$ cat config.mk
export PLATFORM = sky130hd
export DESIGN_NAME = arp_table
export DESIGN_NICKNAME = d
export VERILOG_FILES = /design/src/verilog/arp_pkg.sv /design/src/verilog/arp_table.sv /design/src/verilog/arp_resolver.sv /design/src/verilog/arp_entry_store.sv
export SDC_FILE = /design/constraint.sdc
export NUM_CORES = 1
export LEC_CHECK = 0
export BUFFER_PORTS_ARGS = -buffer_cell sky130_fd_sc_hd__buf_2
export CORE_AREA = 3 3 321 323
export CTS_CLUSTER_SIZE = 28
export DETAILED_ROUTE_END_ITERATION = 6
export DIE_AREA = 0 0 324 326
export GPL_TIMING_DRIVEN = 0
export PLACE_DENSITY = 0.5
export SLEW_MARGIN = 20
export SYNTH_ARGS = -nofsm -noshare
export SYNTH_HDL_FRONTEND = slang
export SYNTH_SLANG_ARGS = --single-unit
$ cat constraint.sdc
create_clock -name clk -period 8.5 [get_ports clk]
set_input_delay 0.85 -clock clk [delete_from_list [all_inputs] [get_ports clk]]
set_output_delay 0.85 -clock clk [all_outputs]
set_load 0.01 [all_outputs]
$ cat src/verilog/arp_pkg.sv
package arp_pkg;

// Address types carried on the ARP data path.
typedef logic [31:0] ipv4_addr_t;
typedef logic [47:0] mac_addr_t;

// Binding table geometry.
localparam int ARP_TABLE_SIZE = 8;
localparam int ARP_IDX_W      = 3;

// Cycles to wait for a reply before the request is sent again.
localparam int ARP_TIMEOUT_TICKS = 200;

// Requests sent after the first one before giving up.
localparam int ARP_RETRIES = 2;

// Counter widths derived from the limits above.
localparam int ARP_TIMER_W = $clog2(ARP_TIMEOUT_TICKS);
localparam int ARP_RETRY_W = $clog2(ARP_RETRIES + 1);

endpackage
$ cat src/verilog/arp_table.sv
`timescale 1ns/1ps

module arp_table (
	input  logic                clk,
	input  logic                rst_n,
	input  logic                arp_in_val,
	input  arp_pkg::ipv4_addr_t arp_in_ipv4_addr,
	input  arp_pkg::mac_addr_t  arp_in_mac_addr,
	input  logic                req,
	input  arp_pkg::ipv4_addr_t req_ipv4_addr,
	output logic                rsp_val,
	output arp_pkg::mac_addr_t  rsp_mac_addr,
	output logic                rsp_err,
	output logic                arp_req,
	output arp_pkg::ipv4_addr_t arp_req_ipv4_addr
);

arp_pkg::ipv4_addr_t lk_ipv4_addr;
arp_pkg::mac_addr_t  lk_mac_addr;
logic                lk_hit;

// Every received binding is learned, pending or not.
arp_entry_store u_store (
	.clk          (clk),
	.rst_n        (rst_n),
	.wr_val       (arp_in_val),
	.wr_ipv4_addr (arp_in_ipv4_addr),
	.wr_mac_addr  (arp_in_mac_addr),
	.lk_ipv4_addr (lk_ipv4_addr),
	.lk_hit       (lk_hit),
	.lk_mac_addr  (lk_mac_addr)
);

arp_resolver u_resolver (
	.clk               (clk),
	.rst_n             (rst_n),
	.req               (req),
	.req_ipv4_addr     (req_ipv4_addr),
	.arp_in_val        (arp_in_val),
	.arp_in_ipv4_addr  (arp_in_ipv4_addr),
	.arp_in_mac_addr   (arp_in_mac_addr),
	.lk_ipv4_addr      (lk_ipv4_addr),
	.lk_hit            (lk_hit),
	.lk_mac_addr       (lk_mac_addr),
	.rsp_val           (rsp_val),
	.rsp_mac_addr      (rsp_mac_addr),
	.rsp_err           (rsp_err),
	.arp_req           (arp_req),
	.arp_req_ipv4_addr (arp_req_ipv4_addr)
);

endmodule

$ cat src/verilog/arp_resolver.sv
`timescale 1ns/1ps

module arp_resolver (
	input  logic                clk,
	input  logic                rst_n,
	input  logic                req,
	input  arp_pkg::ipv4_addr_t req_ipv4_addr,
	input  logic                arp_in_val,
	input  arp_pkg::ipv4_addr_t arp_in_ipv4_addr,
	input  arp_pkg::mac_addr_t  arp_in_mac_addr,
	output arp_pkg::ipv4_addr_t lk_ipv4_addr,
	input  logic                lk_hit,
	input  arp_pkg::mac_addr_t  lk_mac_addr,
	output logic                rsp_val,
	output arp_pkg::mac_addr_t  rsp_mac_addr,
	output logic                rsp_err,
	output logic                arp_req,
	output arp_pkg::ipv4_addr_t arp_req_ipv4_addr
);

typedef enum logic [1:0] {
	ST_IDLE,
	ST_CHECK,
	ST_WAIT
} state_t;

state_t state;

arp_pkg::ipv4_addr_t pend_ipv4_addr;

logic [arp_pkg::ARP_TIMER_W-1:0] tmr;
logic [arp_pkg::ARP_RETRY_W-1:0] retry_cnt;

logic reply_match;
logic timeout;
logic retry_left;

assign lk_ipv4_addr = pend_ipv4_addr;

assign reply_match = arp_in_val && (arp_in_ipv4_addr == pend_ipv4_addr);
assign timeout     = (tmr == arp_pkg::ARP_TIMER_W'(arp_pkg::ARP_TIMEOUT_TICKS - 1));
assign retry_left  = (retry_cnt < arp_pkg::ARP_RETRY_W'(arp_pkg::ARP_RETRIES));

always_ff @(posedge clk or negedge rst_n) begin
	if (!rst_n) begin
		state     <= ST_IDLE;
		tmr       <= '0;
		retry_cnt <= '0;
		rsp_val   <= 1'b0;
		rsp_err   <= 1'b0;
		arp_req   <= 1'b0;
	end else begin
		// Output strobes last one cycle.
		rsp_val <= 1'b0;
		rsp_err <= 1'b0;
		arp_req <= 1'b0;
		case (state)
			ST_IDLE: begin
				if (req) begin
					state <= ST_CHECK;
				end
			end
			ST_CHECK: begin
				if (lk_hit) begin
					rsp_val <= 1'b1;
					state   <= ST_IDLE;
				end else begin
					arp_req   <= 1'b1;
					tmr       <= '0;
					retry_cnt <= '0;
					state     <= ST_WAIT;
				end
			end
			ST_WAIT: begin
				if (reply_match) begin
					rsp_val <= 1'b1;
					state   <= ST_IDLE;
				end else if (timeout) begin
					tmr <= '0;
					if (retry_left) begin
						arp_req   <= 1'b1;
						retry_cnt <= retry_cnt + 1'b1;
					end else begin
						rsp_err <= 1'b1;
						state   <= ST_IDLE;
					end
				end else begin
					tmr <= tmr + 1'b1;
				end
			end
			default: begin
				state <= ST_IDLE;
			end
		endcase
	end
end

// Pending address is taken only from an accepted request.
always_ff @(posedge clk or negedge rst_n) begin
	if (!rst_n) begin
		pend_ipv4_addr <= '0;
	end else if (state == ST_IDLE && req) begin
		pend_ipv4_addr <= req_ipv4_addr;
	end
end

// Answer comes from the table on a hit and from the reply while waiting.
always_ff @(posedge clk) begin
	if (state == ST_CHECK && lk_hit) begin
		rsp_mac_addr <= lk_mac_addr;
	end else if (state == ST_WAIT && reply_match) begin
		rsp_mac_addr <= arp_in_mac_addr;
	end
end

always_ff @(posedge clk) begin
	if (state == ST_CHECK && !lk_hit) begin
		arp_req_ipv4_addr <= pend_ipv4_addr;
	end
end

assert property (@(posedge clk) disable iff (!rst_n) !(rsp_val && rsp_err))
	else $error("arp_resolver: rsp_val and rsp_err raised together");

// Requests are always spaced by at least one timeout period.
assert property (@(posedge clk) disable iff (!rst_n) arp_req |=> !arp_req)
	else $error("arp_resolver: arp_req pulsed in consecutive cycles");

endmodule

$ cat src/verilog/arp_entry_store.sv
`timescale 1ns/1ps

module arp_entry_store (
	input  logic                clk,
	input  logic                rst_n,
	input  logic                wr_val,
	input  arp_pkg::ipv4_addr_t wr_ipv4_addr,
	input  arp_pkg::mac_addr_t  wr_mac_addr,
	input  arp_pkg::ipv4_addr_t lk_ipv4_addr,
	output logic                lk_hit,
	output arp_pkg::mac_addr_t  lk_mac_addr
);

logic [arp_pkg::ARP_TABLE_SIZE-1:0] valid;
logic [arp_pkg::ARP_IDX_W-1:0]      ins_ptr;

arp_pkg::ipv4_addr_t ipv4_mem [arp_pkg::ARP_TABLE_SIZE];
arp_pkg::mac_addr_t  mac_mem  [arp_pkg::ARP_TABLE_SIZE];

logic [arp_pkg::ARP_TABLE_SIZE-1:0] wr_match;
logic [arp_pkg::ARP_TABLE_SIZE-1:0] lk_match;
logic [arp_pkg::ARP_TABLE_SIZE-1:0] wr_sel;
logic                               wr_hit;

// Parallel compare of both ports against every valid slot.
always_comb begin
	for (int i = 0; i < arp_pkg::ARP_TABLE_SIZE; i++) begin
		wr_match[i] = valid[i] && (ipv4_mem[i] == wr_ipv4_addr);
		lk_match[i] = valid[i] && (ipv4_mem[i] == lk_ipv4_addr);
	end
end

assign wr_hit = |wr_match;

// Known address rewrites its own slot, a new one claims the slot at the pointer.
always_comb begin
	for (int i = 0; i < arp_pkg::ARP_TABLE_SIZE; i++) begin
		wr_sel[i] = wr_hit ? wr_match[i] : (ins_ptr == arp_pkg::ARP_IDX_W'(i));
	end
end

always_ff @(posedge clk or negedge rst_n) begin
	if (!rst_n) begin
		valid   <= '0;
		ins_ptr <= '0;
	end else if (wr_val && !wr_hit) begin
		valid[ins_ptr] <= 1'b1;
		if (ins_ptr == arp_pkg::ARP_IDX_W'(arp_pkg::ARP_TABLE_SIZE - 1)) begin
			ins_ptr <= '0;
		end else begin
			ins_ptr <= ins_ptr + 1'b1;
		end
	end
end

always_ff @(posedge clk) begin
	for (int i = 0; i < arp_pkg::ARP_TABLE_SIZE; i++) begin
		if (wr_val && wr_sel[i]) begin
			ipv4_mem[i] <= wr_ipv4_addr;
			mac_mem[i]  <= wr_mac_addr;
		end
	end
end

// At most one slot matches, so an OR across the masked entries is the mux.
always_comb begin
	lk_mac_addr = '0;
	for (int i = 0; i < arp_pkg::ARP_TABLE_SIZE; i++) begin
		if (lk_match[i]) begin
			lk_mac_addr = lk_mac_addr | mac_mem[i];
		end
	end
end

assign lk_hit = |lk_match;

// Holds only if no write ever creates a duplicate address.
assert property (@(posedge clk) disable iff (!rst_n) $onehot0(lk_match))
	else $error("arp_entry_store: several slots match the lookup address");

endmodule

==> results.cfg, run 1 <==
[sta]
timing.slew.headroom = 0.210
skew_ps = 33.0
grt_setup_unrepaired = false
setup_viol = 0
hold_ws_ps = 69.7
fin_crit_sh = 0.604
final.setup.tns_ps = 0
finalCriticalPeriod_ps = 5130
final_hold_viol_count = 0
max_freq_mhz = 195
worstMarginPinSlew_ps = 1170
slew_viol_final = 0

[setup_path]
end_kind = flop
critPathTopFamily = simple AND/OR/NAND/NOR gates
critPathArrivalTime_ps = 5500
crit_path_max_fanout = 15
worstPathRequired_ps = 8870
cp_cell_sequence = buf_2 -> buf_2 -> xor2_1 -> nor4_2 -> nand3_1 -> or3_1 -> nand2_1 -> nor4b_2 -> nand2_1 -> o22ai_4 -> buf_16 -> buf_8 -> buf_8 -> buf_16
critPathKind = input pin to flop
start_kind = input pin
worst_path_largest_cell_delay_ps = 760
cp_num_buf_inv = 6
worst_path_max_delay_cell = nor4b_2

[clock_tree]
cts_sinks = 778
root_buffer = clkbuf_16
cts_tree = done
cts_max_path_buffers = 3
numCtsBuffers = 90
postCtsHoldBufs = 0
clk_pin_slew_worst_paths_ps = 50
insertion_delay_ps = 680
cts_setup_buffers = 0
htreeDepth = 3
cts_resized = 0

[global_routing]
antenna_found_initial = 18
grt_pass1_vias = 20800
grt_pass1_wl_um = 172000
grt_usage = 0.237
grt_overflow_total = 0
grt_max_degree = 45

[floorplan]
chipWidth_um = 324
rows = 116
coreArea_um2 = 100000
fp.dieH_um = 326
dieArea_um2 = 106000
num_io_pins = 199
start_util = 0.331

[power_and_ir_drop]
p_sw_frac = 0.322
switching_power_w = 0.00382
peakVddDrop_mv = 0.142
clkPwrFrac = 0.330
power_frac_seq = 0.422
power_density_nw_per_um2 = 296
combPwrFrac = 0.248
cellInternalPower_w = 0.00806
power.leakage_nw = 13.4

[synthesis]
synth.avg_cell_area_um2 = 15.7
synth_edf_count = 720
synth_flop_cell = edfxtp_1
syn_inst = 2106
synth_area_um2 = 33200
ys_types = 47
synth_fp_nets = 2232
ys_warn_count = 0
ys_seq_elements = 778
async_flop_share = 0.0746
synth-seq-area-share = 0.696

[detailed_routing]
drtIter0Drc = 2215
routed-via-count = 20600
wire_per_inst_um = 33.0
via_per_inst = 5.38
drtPass1Iterations = 5
drtAntennaViolNets = 0
routed_wirelength_um = 126000
drc = 0

[place]
io_buffers = 198
hpwl_um = 87500
place_congestion = 0.950

[final_layout]
nets = 2573
area_growth_pct = 21.0
final_core_util = 0.401
drive_above_1_share = 0.212

[hold_path]
hold_class = input pin to asynchronous set/reset pin

[run_status]
status = complete, no violations

[job]
maxCapViolCount = 0
## synthesized netlist by cell type, drive strengths merged, types with 24 or more instances
| master | number | area, um^2 |
|---|---|---|
| nand4 | 108 | 676 |
| dfrtp | 58 | 1450 |
| o21a | 49 | 368 |
| a22o | 49 | 429 |
| nor4 | 83 | 532 |
| mux2 | 33 | 372 |
| buf | 97 | 576 |
| a221oi | 48 | 420 |
| nand3 | 40 | 200 |
| a22oi | 96 | 721 |
| edfxtp | 720 | 21600 |
| nor3 | 24 | 120 |
| clkbuf | 27 | 101 |
| xnor2 | 215 | 1880 |
| xor2 | 327 | 2860 |
## area by class of cell
cell class,instances,area [um^2]
fillers,9320,60000
well taps,1298,1620
flip-flops and latches,778,23100
inverters,13,48.8
multi-input cells,1191,9480
clock buffers,112,2440
diodes,11,27.5
plain buffers,124,682
clock inverters,58,529
repair buffers,249,2220
## registers in the layout, indices dropped and copies added (netlist names)
signal and count:
u_resolver.lk_ipv4_addr 32, u_resolver.tmr 8, u_resolver.arp_req_ipv4_addr 32, u_store.ipv4_mem 256, u_resolver.retry_cnt 2, u_store.valid 8, u_store.mac_mem 384, u_resolver.state 2
u_resolver.rsp_val 1, u_resolver.rsp_mac_addr 48, u_store.ins_ptr 3, u_resolver.rsp_err 1, u_resolver.arp_req 1
## worst paths after layout
kind                                             start                          endpoint  slack, ps  depth (start not counted)
setup / recovery                  arp_in_ipv4_addr[18]            u_store.mac_mem[1][80]       3370                         14
hold / removal                                   rst_n       u_resolver.lk_ipv4_addr[15]         70                          1
setup reg to reg           u_resolver.lk_ipv4_addr[14]       u_resolver.rsp_mac_addr[13]       3380                         10
hold reg to reg            u_resolver.lk_ipv4_addr[25]  u_resolver.arp_req_ipv4_addr[25]        440                          0
max in group asynchronous                        rst_n                 u_resolver.tmr[0]       7820                          2
min in group clk                     req_ipv4_addr[29]       u_resolver.lk_ipv4_addr[29]        390                          2
## power groups by stage
stage / Sequential, W / Clock [W] / Combinational, W
after global placement: 0.00523 / 0 / 0.00272
final: 0.00502 / 0.00392 / 0.00295
after detailed placement: 0.00509 / 0 / 0.00294
after floorplan: 0.00513 / 0 / 0.00150
after global routing: 0.00506 / 0.00414 / 0.00307
after CTS: 0.00502 / 0.00399 / 0.00296
## metrics by stage
| stage | area (um^2) | instances | total power, W | setup slack, ps |
|---|---|---|---|---|
| after floorplan | 33200 | 2106 | 0.00663 | 1620 |
| after global placement | 35800 | 3602 | 0.00794 | -4820 |
| after detailed placement | 37100 | 3653 | 0.00803 | 2800 |
| after CTS | 40100 | 3823 | 0.0120 | 3390 |
| after global routing | 40100 | 3824 | 0.0123 | 3270 |
| final | 40100 | 3834 | 0.0119 | 3370 |
## layer usage
metal	share of wire	up-vias	track usage
met2	0.48	970	0.387
met5	0.00036	-	0
met3	0.073	226	0.0467
met4	0.049	8	0.105
met1	0.40	10600	0.305
li1	-	8846	-
## cell families (layout without fill, tap and decap cells)
| logic type | after synthesis | after routing | share of synthesized area |
|---|---|---|---|
| buffers and inverters | 137 | 556 | 0.0219 |
| multiplexers | 33 | 33 | 0.0112 |
| flip-flops | 778 | 778 | 0.696 |
| AO/OA/AOI/OAI | 291 | 291 | 0.0686 |
| other | 0 | 11 | 0 |
| XOR/XNOR | 542 | 542 | 0.143 |
| AND/OR/NAND/NOR | 315 | 315 | 0.0554 |
| adder cells (fa/ha/maj) | 10 | 10 | 0.00377 |
## cells in the final DEF, fill, tap and decap left out, drive strengths merged, types with 49 or more instances in the layout
master and n:
a22oi 96, edfxtp 720, dfrtp 58, clkbuf 139, o21a 49, xnor2 215, a22o 49, nand4 108
xor2 327, buf 346, nor4 83
Power figures use the tool's default switching activity.
==> inputs of run 2 (changes only) <==
clock period = 5.3 ns   (was 8.5 ns; I/O delays follow)
==> run 2 against run 1 <==
Against the previous run: clock power is 53% higher; core utilization is 0.17 points lower; wire length is 2.8% lower; highest routed layer unchanged; largest power group unchanged; global-route usage is 0.70 points lower.
==> results.cfg, run 2 (synthesis gave the netlist of run 1 again) <==
[detailed_routing]
via_per_inst = 5.40
routed-via-count = 20700
drc = 0
routed_wirelength_um = 123000
drtIter0Drc = 2261
drtAntennaViolNets = 0
wire_per_inst_um = 32.1
drtPass1Iterations = 5

[final_layout]
largest_register_ffs = 384
register_area_um2 = 23100
largest-register = u_store.mac_mem
area_growth_pct = 20.5
drive_above_1_share = 0.203
final_cells = 3828
top_regs = u_store.mac_mem (384), u_store.ipv4_mem (256), u_resolver.rsp_mac_addr (48)
nets = 2571
fillers = 9274
final_core_util = 0.399
final_common_cell = edfxtp_1
multi_input_area_um2 = 9470
final_cell_mix = 720 x edfxtp_1, 327 x xor2_1, 254 x buf_2
fin_area_um2 = 39900

[setup_path]
r2r_slack_ps = 790
critPathArrivalTime_ps = 4960
cpMostUsedCell = buf_16
end_kind = flop
worstReg2RegStart = u_resolver.lk_ipv4_addr[15]
worstPathRequired_ps = 5660
worst_path_largest_cell_delay_ps = 770
cp_cell_sequence = buf_2 -> buf_2 -> xnor2_1 -> nand4_1 -> nor4_1 -> nand3_1 -> nand4_1 -> nor4b_2 -> nand2_1 -> o22ai_4 -> buf_16 -> buf_16 -> buf_16
start_kind = input pin
critPathKind = input pin to flop
critPathTopFamily = simple AND/OR/NAND/NOR gates
rr_worst_depth = 10
worst_path_max_delay_cell = nor4b_2
r2r_end = u_resolver.rsp_mac_addr[13]
cp_num_buf_inv = 5
crit_path_max_fanout = 16

[sta]
fin_ws_ps = 699
slew_viol_final = 0
max_freq_mhz = 217
skew_ps = 32.9
timing.slew.headroom = 0.226
fin_crit_sh = 0.868
finalCriticalPeriod_ps = 4600
worstMarginPinSlew_ps = 1160
final_hold_viol_count = 0
final.setup.tns_ps = 0
setup_viol = 0
grt_setup_unrepaired = false

[job]
maxCapViolCount = 0

[power_and_ir_drop]
clkPwrFrac = 0.318
power_density_nw_per_um2 = 471
switching_power_w = 0.00611
p_sw_frac = 0.325
power.leakage_nw = 13.3
combPwrFrac = 0.254
peakVddDrop_mv = 0.258
power_frac_seq = 0.428
cellInternalPower_w = 0.0127

[floorplan]
start_util = 0.331
rows = 116
dieArea_um2 = 106000
coreArea_um2 = 100000
chipWidth_um = 324
fp.dieH_um = 326
num_io_pins = 199

[place]
io_buffers = 198
hpwl_um = 86600
placed_area_um2 = 37100
place_congestion = 0.947
place_ws_ps = 186
placed_cells = 3652

[hold_path]
min_from = req_ipv4_addr[13]
hold_class = input pin to flop
holdPathEnd = u_resolver.lk_ipv4_addr[13]
worstHoldPathCells = 2

[global_routing]
grt_overflow_total = 0
antenna_found_initial = 18
grt_pass1_wl_um = 168000
grt_usage = 0.230
grt_pass1_vias = 20700
grt_max_degree = 44

[clock_tree]
insertion_delay_ps = 670
htreeDepth = 3
cts_resized = 0
cts_sinks = 778
cts_tree = done
numCtsBuffers = 88
cts_setup_buffers = 0
cts_max_path_buffers = 3
postCtsHoldBufs = 1
root_buffer = clkbuf_16
clk_pin_slew_worst_paths_ps = 60

[run_status]
status = complete, no violations
==> run 2: cell types whose count changed in the layout (fill, tap and decap cells not counted), sizes merged <==
cell | previous run | this run
inv | 18 | 17
bufinv | 8 | 5
clkinv | 44 | 32
dlygate4sd3 | 0 | 1
clkbuf | 139 | 148
diode | 11 | 12
buf | 346 | 345
==> run 2: worst max-delay path by stage <==
stage / startpoint / cells after the start / to / slack, ps
CTS: u_resolver.lk_ipv4_addr[19] / 10 / u_resolver.rsp_mac_addr[15] / 780
global route: u_resolver.lk_ipv4_addr[15] / 10 / u_resolver.rsp_mac_addr[13] / 630
detailed placement: arp_in_ipv4_addr[20] / 13 / u_store.mac_mem[1][87] / 190
floorplan: arp_in_ipv4_addr[11] / 9 / u_store.ipv4_mem[1][0] / -1260
finish: arp_in_ipv4_addr[20] / 13 / u_store.mac_mem[1][85] / 700
global placement: arp_in_ipv4_addr[5] / 10 / u_store.mac_mem[1][138] / -7290
==> run 2: metrics by stage <==
step,total power [W],hold slack [ps]
final,0.0188,95.7
after global placement,0.0127,431
after floorplan,0.0106,234
after detailed placement,0.0129,431
after CTS,0.0189,51.4
after global routing,0.0194,75.1
==> run 2: worst reg2reg max path: stages, from the launching register on <==
cell      delay, ps
dfrtp_1         380
buf_4           250
xor2_1          210
nor4_1          400
nand4_1         290
nor3_1          860
buf_2           520
clkbuf_1        840
a22oi_1         230
nand4_1         240
o21a_1          170
==> run 2: cell type report <==
type | count | area share
multi-input combinational | 1191 | 0.237
clock buffer | 121 | 0.0600
inverter | 13 | 0.00122
timing repair buffer | 249 | 0.0558
tap | 1298 | 0.0407
buffer | 124 | 0.0170
clock inverter | 42 | 0.00980
antenna | 12 | 0.000752
sequential | 778 | 0.578
==> run 2: metal layers <==
metal / global-route usage / wire (um)
met2: 0.367 / 57600
met3: 0.0424 / 8560
met1: 0.301 / 49900
met5: 0 / 56
met4: 0.113 / 6740
==> run 2: power by group through the flow <==
stage | clock, W | sequential, W | combinational, W
2_1_floorplan | 0 | 0.00821 | 0.00241
3_3_place_gp | 0 | 0.00834 | 0.00438
3_5_place_dp | 0 | 0.00817 | 0.00476
4_1_cts | 0.00612 | 0.00805 | 0.00478
5_1_grt | 0.00635 | 0.00812 | 0.00498
6_report | 0.00599 | 0.00805 | 0.00478
==> inputs of run 3 (changes only) <==
CORE_AREA = 3 3 322 324   (was 3 3 321 323)
DIE_AREA = 0 0 325 327   (was 0 0 324 326)
SYNTH_HIERARCHICAL = 1   (was default)
==> run 3 against run 2 <==
Against the previous run: synthesized cell count about the same; non-clock buffer count down 6; via count down 0.87%; power down 5.6%; design area up 1.3%; sequential cell count unchanged; sequential share of layout area down 0.72 points; register-to-register slack worse by 770 ps; critical path type is now flop to flop; core utilization about the same; worst setup slack worse by 680 ps; synthesized area up 0.65%; critical endpoint is now u_resolver/rsp_mac_addr[44]; worst hold slack about the same.
==> results.cfg, run 3 <==
[hold_path]
worstHoldPathCells = 2
hold_class = input pin to flop
min_from = req_ipv4_addr[11]
holdPathEnd = u_resolver/lk_ipv4_addr[11]

[floorplan]
dieArea_um2 = 106000
start_util = 0.329
rows = 117
fp.dieH_um = 327
coreArea_um2 = 101000
chipWidth_um = 325
num_io_pins = 199

[synthesis]
ys_types = 57
synth_top_cell_by_area = edfxtp_1
synth_fp_nets = 2230
async_flop_share = 0.0746
synth_flop_cell = edfxtp_1
ys_seq_elements = 778
synth_top_area_share = 0.648
ys_warn_count = 6
synth.avg_cell_area_um2 = 15.9
syn_inst = 2104
netlist_top_cells_count = 720 x edfxtp_1, 366 x xor2_1, 174 x xnor2_1
synth_edf_count = 720
netlist_top_cells_area = edfxtp_1 65%, xor2_1 9.6%, xnor2_1 4.6%, dfrtp_1 4.3%, mux2_2 2.7%
synth_area_um2 = 33400
synth.most_common_cell = edfxtp_1
synth-seq-area-share = 0.691

[final_layout]
area_growth_pct = 21.2
final_cell_mix = 720 x edfxtp_1, 366 x xor2_1, 270 x buf_2
largest-register = u_store/mac_mem
drive_above_1_share = 0.241
nets = 2569
largest_register_ffs = 384
fillers = 9407
top_regs = u_store/mac_mem (384), u_store/ipv4_mem (256), u_resolver/rsp_mac_addr (48)
final_common_cell = edfxtp_1

[setup_path]
critPathArrivalTime_ps = 5680
worstReg2RegStart = u_resolver/lk_ipv4_addr[26]
r2r_slack_ps = 20
rr_worst_depth = 13
critPathKind = flop to flop
start_kind = flop
worstPathRequired_ps = 5690
end_kind = flop
r2r_end = u_resolver/rsp_mac_addr[44]
crit_path_max_fanout = 10

[place]
hpwl_um = 86400
place_ws_ps = -2200
io_buffers = 198
place_congestion = 0.959

[sta]
finalCriticalPeriod_ps = 5280
grt_setup_unrepaired = false
setup_viol = 0
worstMarginPinSlew_ps = 1090
skew_ps = 34.6
fin_crit_sh = 0.997
hold_ws_ps = 95.8
final_hold_viol_count = 0
slew_viol_final = 0
max_freq_mhz = 189
fin_ws_ps = 18.0
final.setup.tns_ps = 0
timing.slew.headroom = 0.265

[run_status]
status = complete, no violations

[clock_tree]
htreeDepth = 3
insertion_delay_ps = 680
numCtsBuffers = 87
clk_pin_slew_worst_paths_ps = 60
root_buffer = clkbuf_16
cts_max_path_buffers = 3
cts_tree = done
cts_sinks = 778

[detailed_routing]
routed-via-count = 20500
drtPass1Iterations = 5
drc = 0
via_per_inst = 5.26
wire_per_inst_um = 30.9
routed_wirelength_um = 120000
drtIter0Drc = 2230
drtAntennaViolNets = 0

[job]
maxCapViolCount = 0

[global_routing]
grt_pass1_vias = 20500
grt_overflow_total = 0
grt_pass1_wl_um = 165000
antenna_found_initial = 25
grt_max_degree = 45
grt_usage = 0.223

[power_and_ir_drop]
power_density_nw_per_um2 = 439
peakVddDrop_mv = 0.246
finalPower_w = 0.0178
power.leakage_nw = 14.4
run 3: worst max-delay path by stage:
stage	startpoint	to	slack, ps	cells after the start
floorplan	arp_in_ipv4_addr[26]	u_store/ipv4_mem[1][64]	-1000	8
detailed placement	u_resolver/lk_ipv4_addr[11]	u_resolver/rsp_mac_addr[44]	-2200	14
finish	u_resolver/lk_ipv4_addr[26]	u_resolver/rsp_mac_addr[44]	20	13
global placement	arp_in_ipv4_addr[23]	u_store/mac_mem[1][38]	-7290	7
global route	u_resolver/lk_ipv4_addr[26]	u_resolver/rsp_mac_addr[44]	9	13
CTS	u_resolver/lk_ipv4_addr[26]	u_resolver/rsp_mac_addr[44]	40	13
run 3: kinds of logic after synthesis:
kind of cell,after synthesis,synth area share
XOR/XNOR,540,0.142
multiplexers,86,0.0292
AND/OR/NAND/NOR,314,0.0552
AO/OA/AOI/OAI,241,0.0570
buffers and inverters,135,0.0217
flip-flops,778,0.691
adder cells (fa/ha/maj),10,0.00375
run 3: layer usage:
layer / track usage / up-vias / share of wire
li1: - / 8790 / -
met1: 0.291 / 10600 / 0.41
met2: 0.371 / 922 / 0.48
met3: 0.0407 / 200 / 0.072
met4: 0.0796 / 8 / 0.036
met5: 0 / - / 0.00042
run 3: final cells by class:
| class | count | area (um^2) | share of cell area |
|---|---|---|---|
| Antenna cell | 14 | 35.0 | 0.000866 |
| Buffer | 116 | 693 | 0.0171 |
| Clock buffer | 110 | 2300 | 0.0570 |
| Clock inverter | 52 | 462 | 0.0114 |
| Inverter | 18 | 67.6 | 0.00167 |
| Multi-Input combinational cell | 1191 | 9810 | 0.243 |
| Sequential cell | 778 | 23100 | 0.570 |
| Tap cell | 1368 | 1710 | 0.0423 |
| Timing Repair Buffer | 251 | 2290 | 0.0567 |
run 3: where the power goes:
group          total, W  switching [W]  internal, W
Sequential      0.00814       0.000496      0.00764
Combinational   0.00373        0.00243      0.00130
Clock           0.00590        0.00254      0.00335
Total            0.0178        0.00547       0.0123
run 3: timing repair:
action / CTS / global route
hold buffers: 1 / 0
resized for setup: 37 / 2
pin swaps: 3 / 0
buffers inserted: 5 / 0
endpoints found under the setup margin: 138 / 4
hold endpoints to repair: 14 / 0
run 3: metrics by stage:
step                area [um^2]   util  instances
global route              40400  0.398       3886
finish                    40500  0.399       3898
detailed placement        37400  0.369       3717
floorplan                 33400      -       2104
global placement          36100  0.356       3670
CTS                       40400  0.398       3884
run 3: worst max-delay path: stages (launching register included):
cell and delay [ps]:
dfrtp_1 450, buf_2 430, xor2_1 120, nor4_1 600, nand4_1 420, nor3_4 500
buf_2 390, buf_2 380, nor4_1 100, nand2_1 230, and2_2 340, buf_4 320
buf_4 310, mux2_2 390
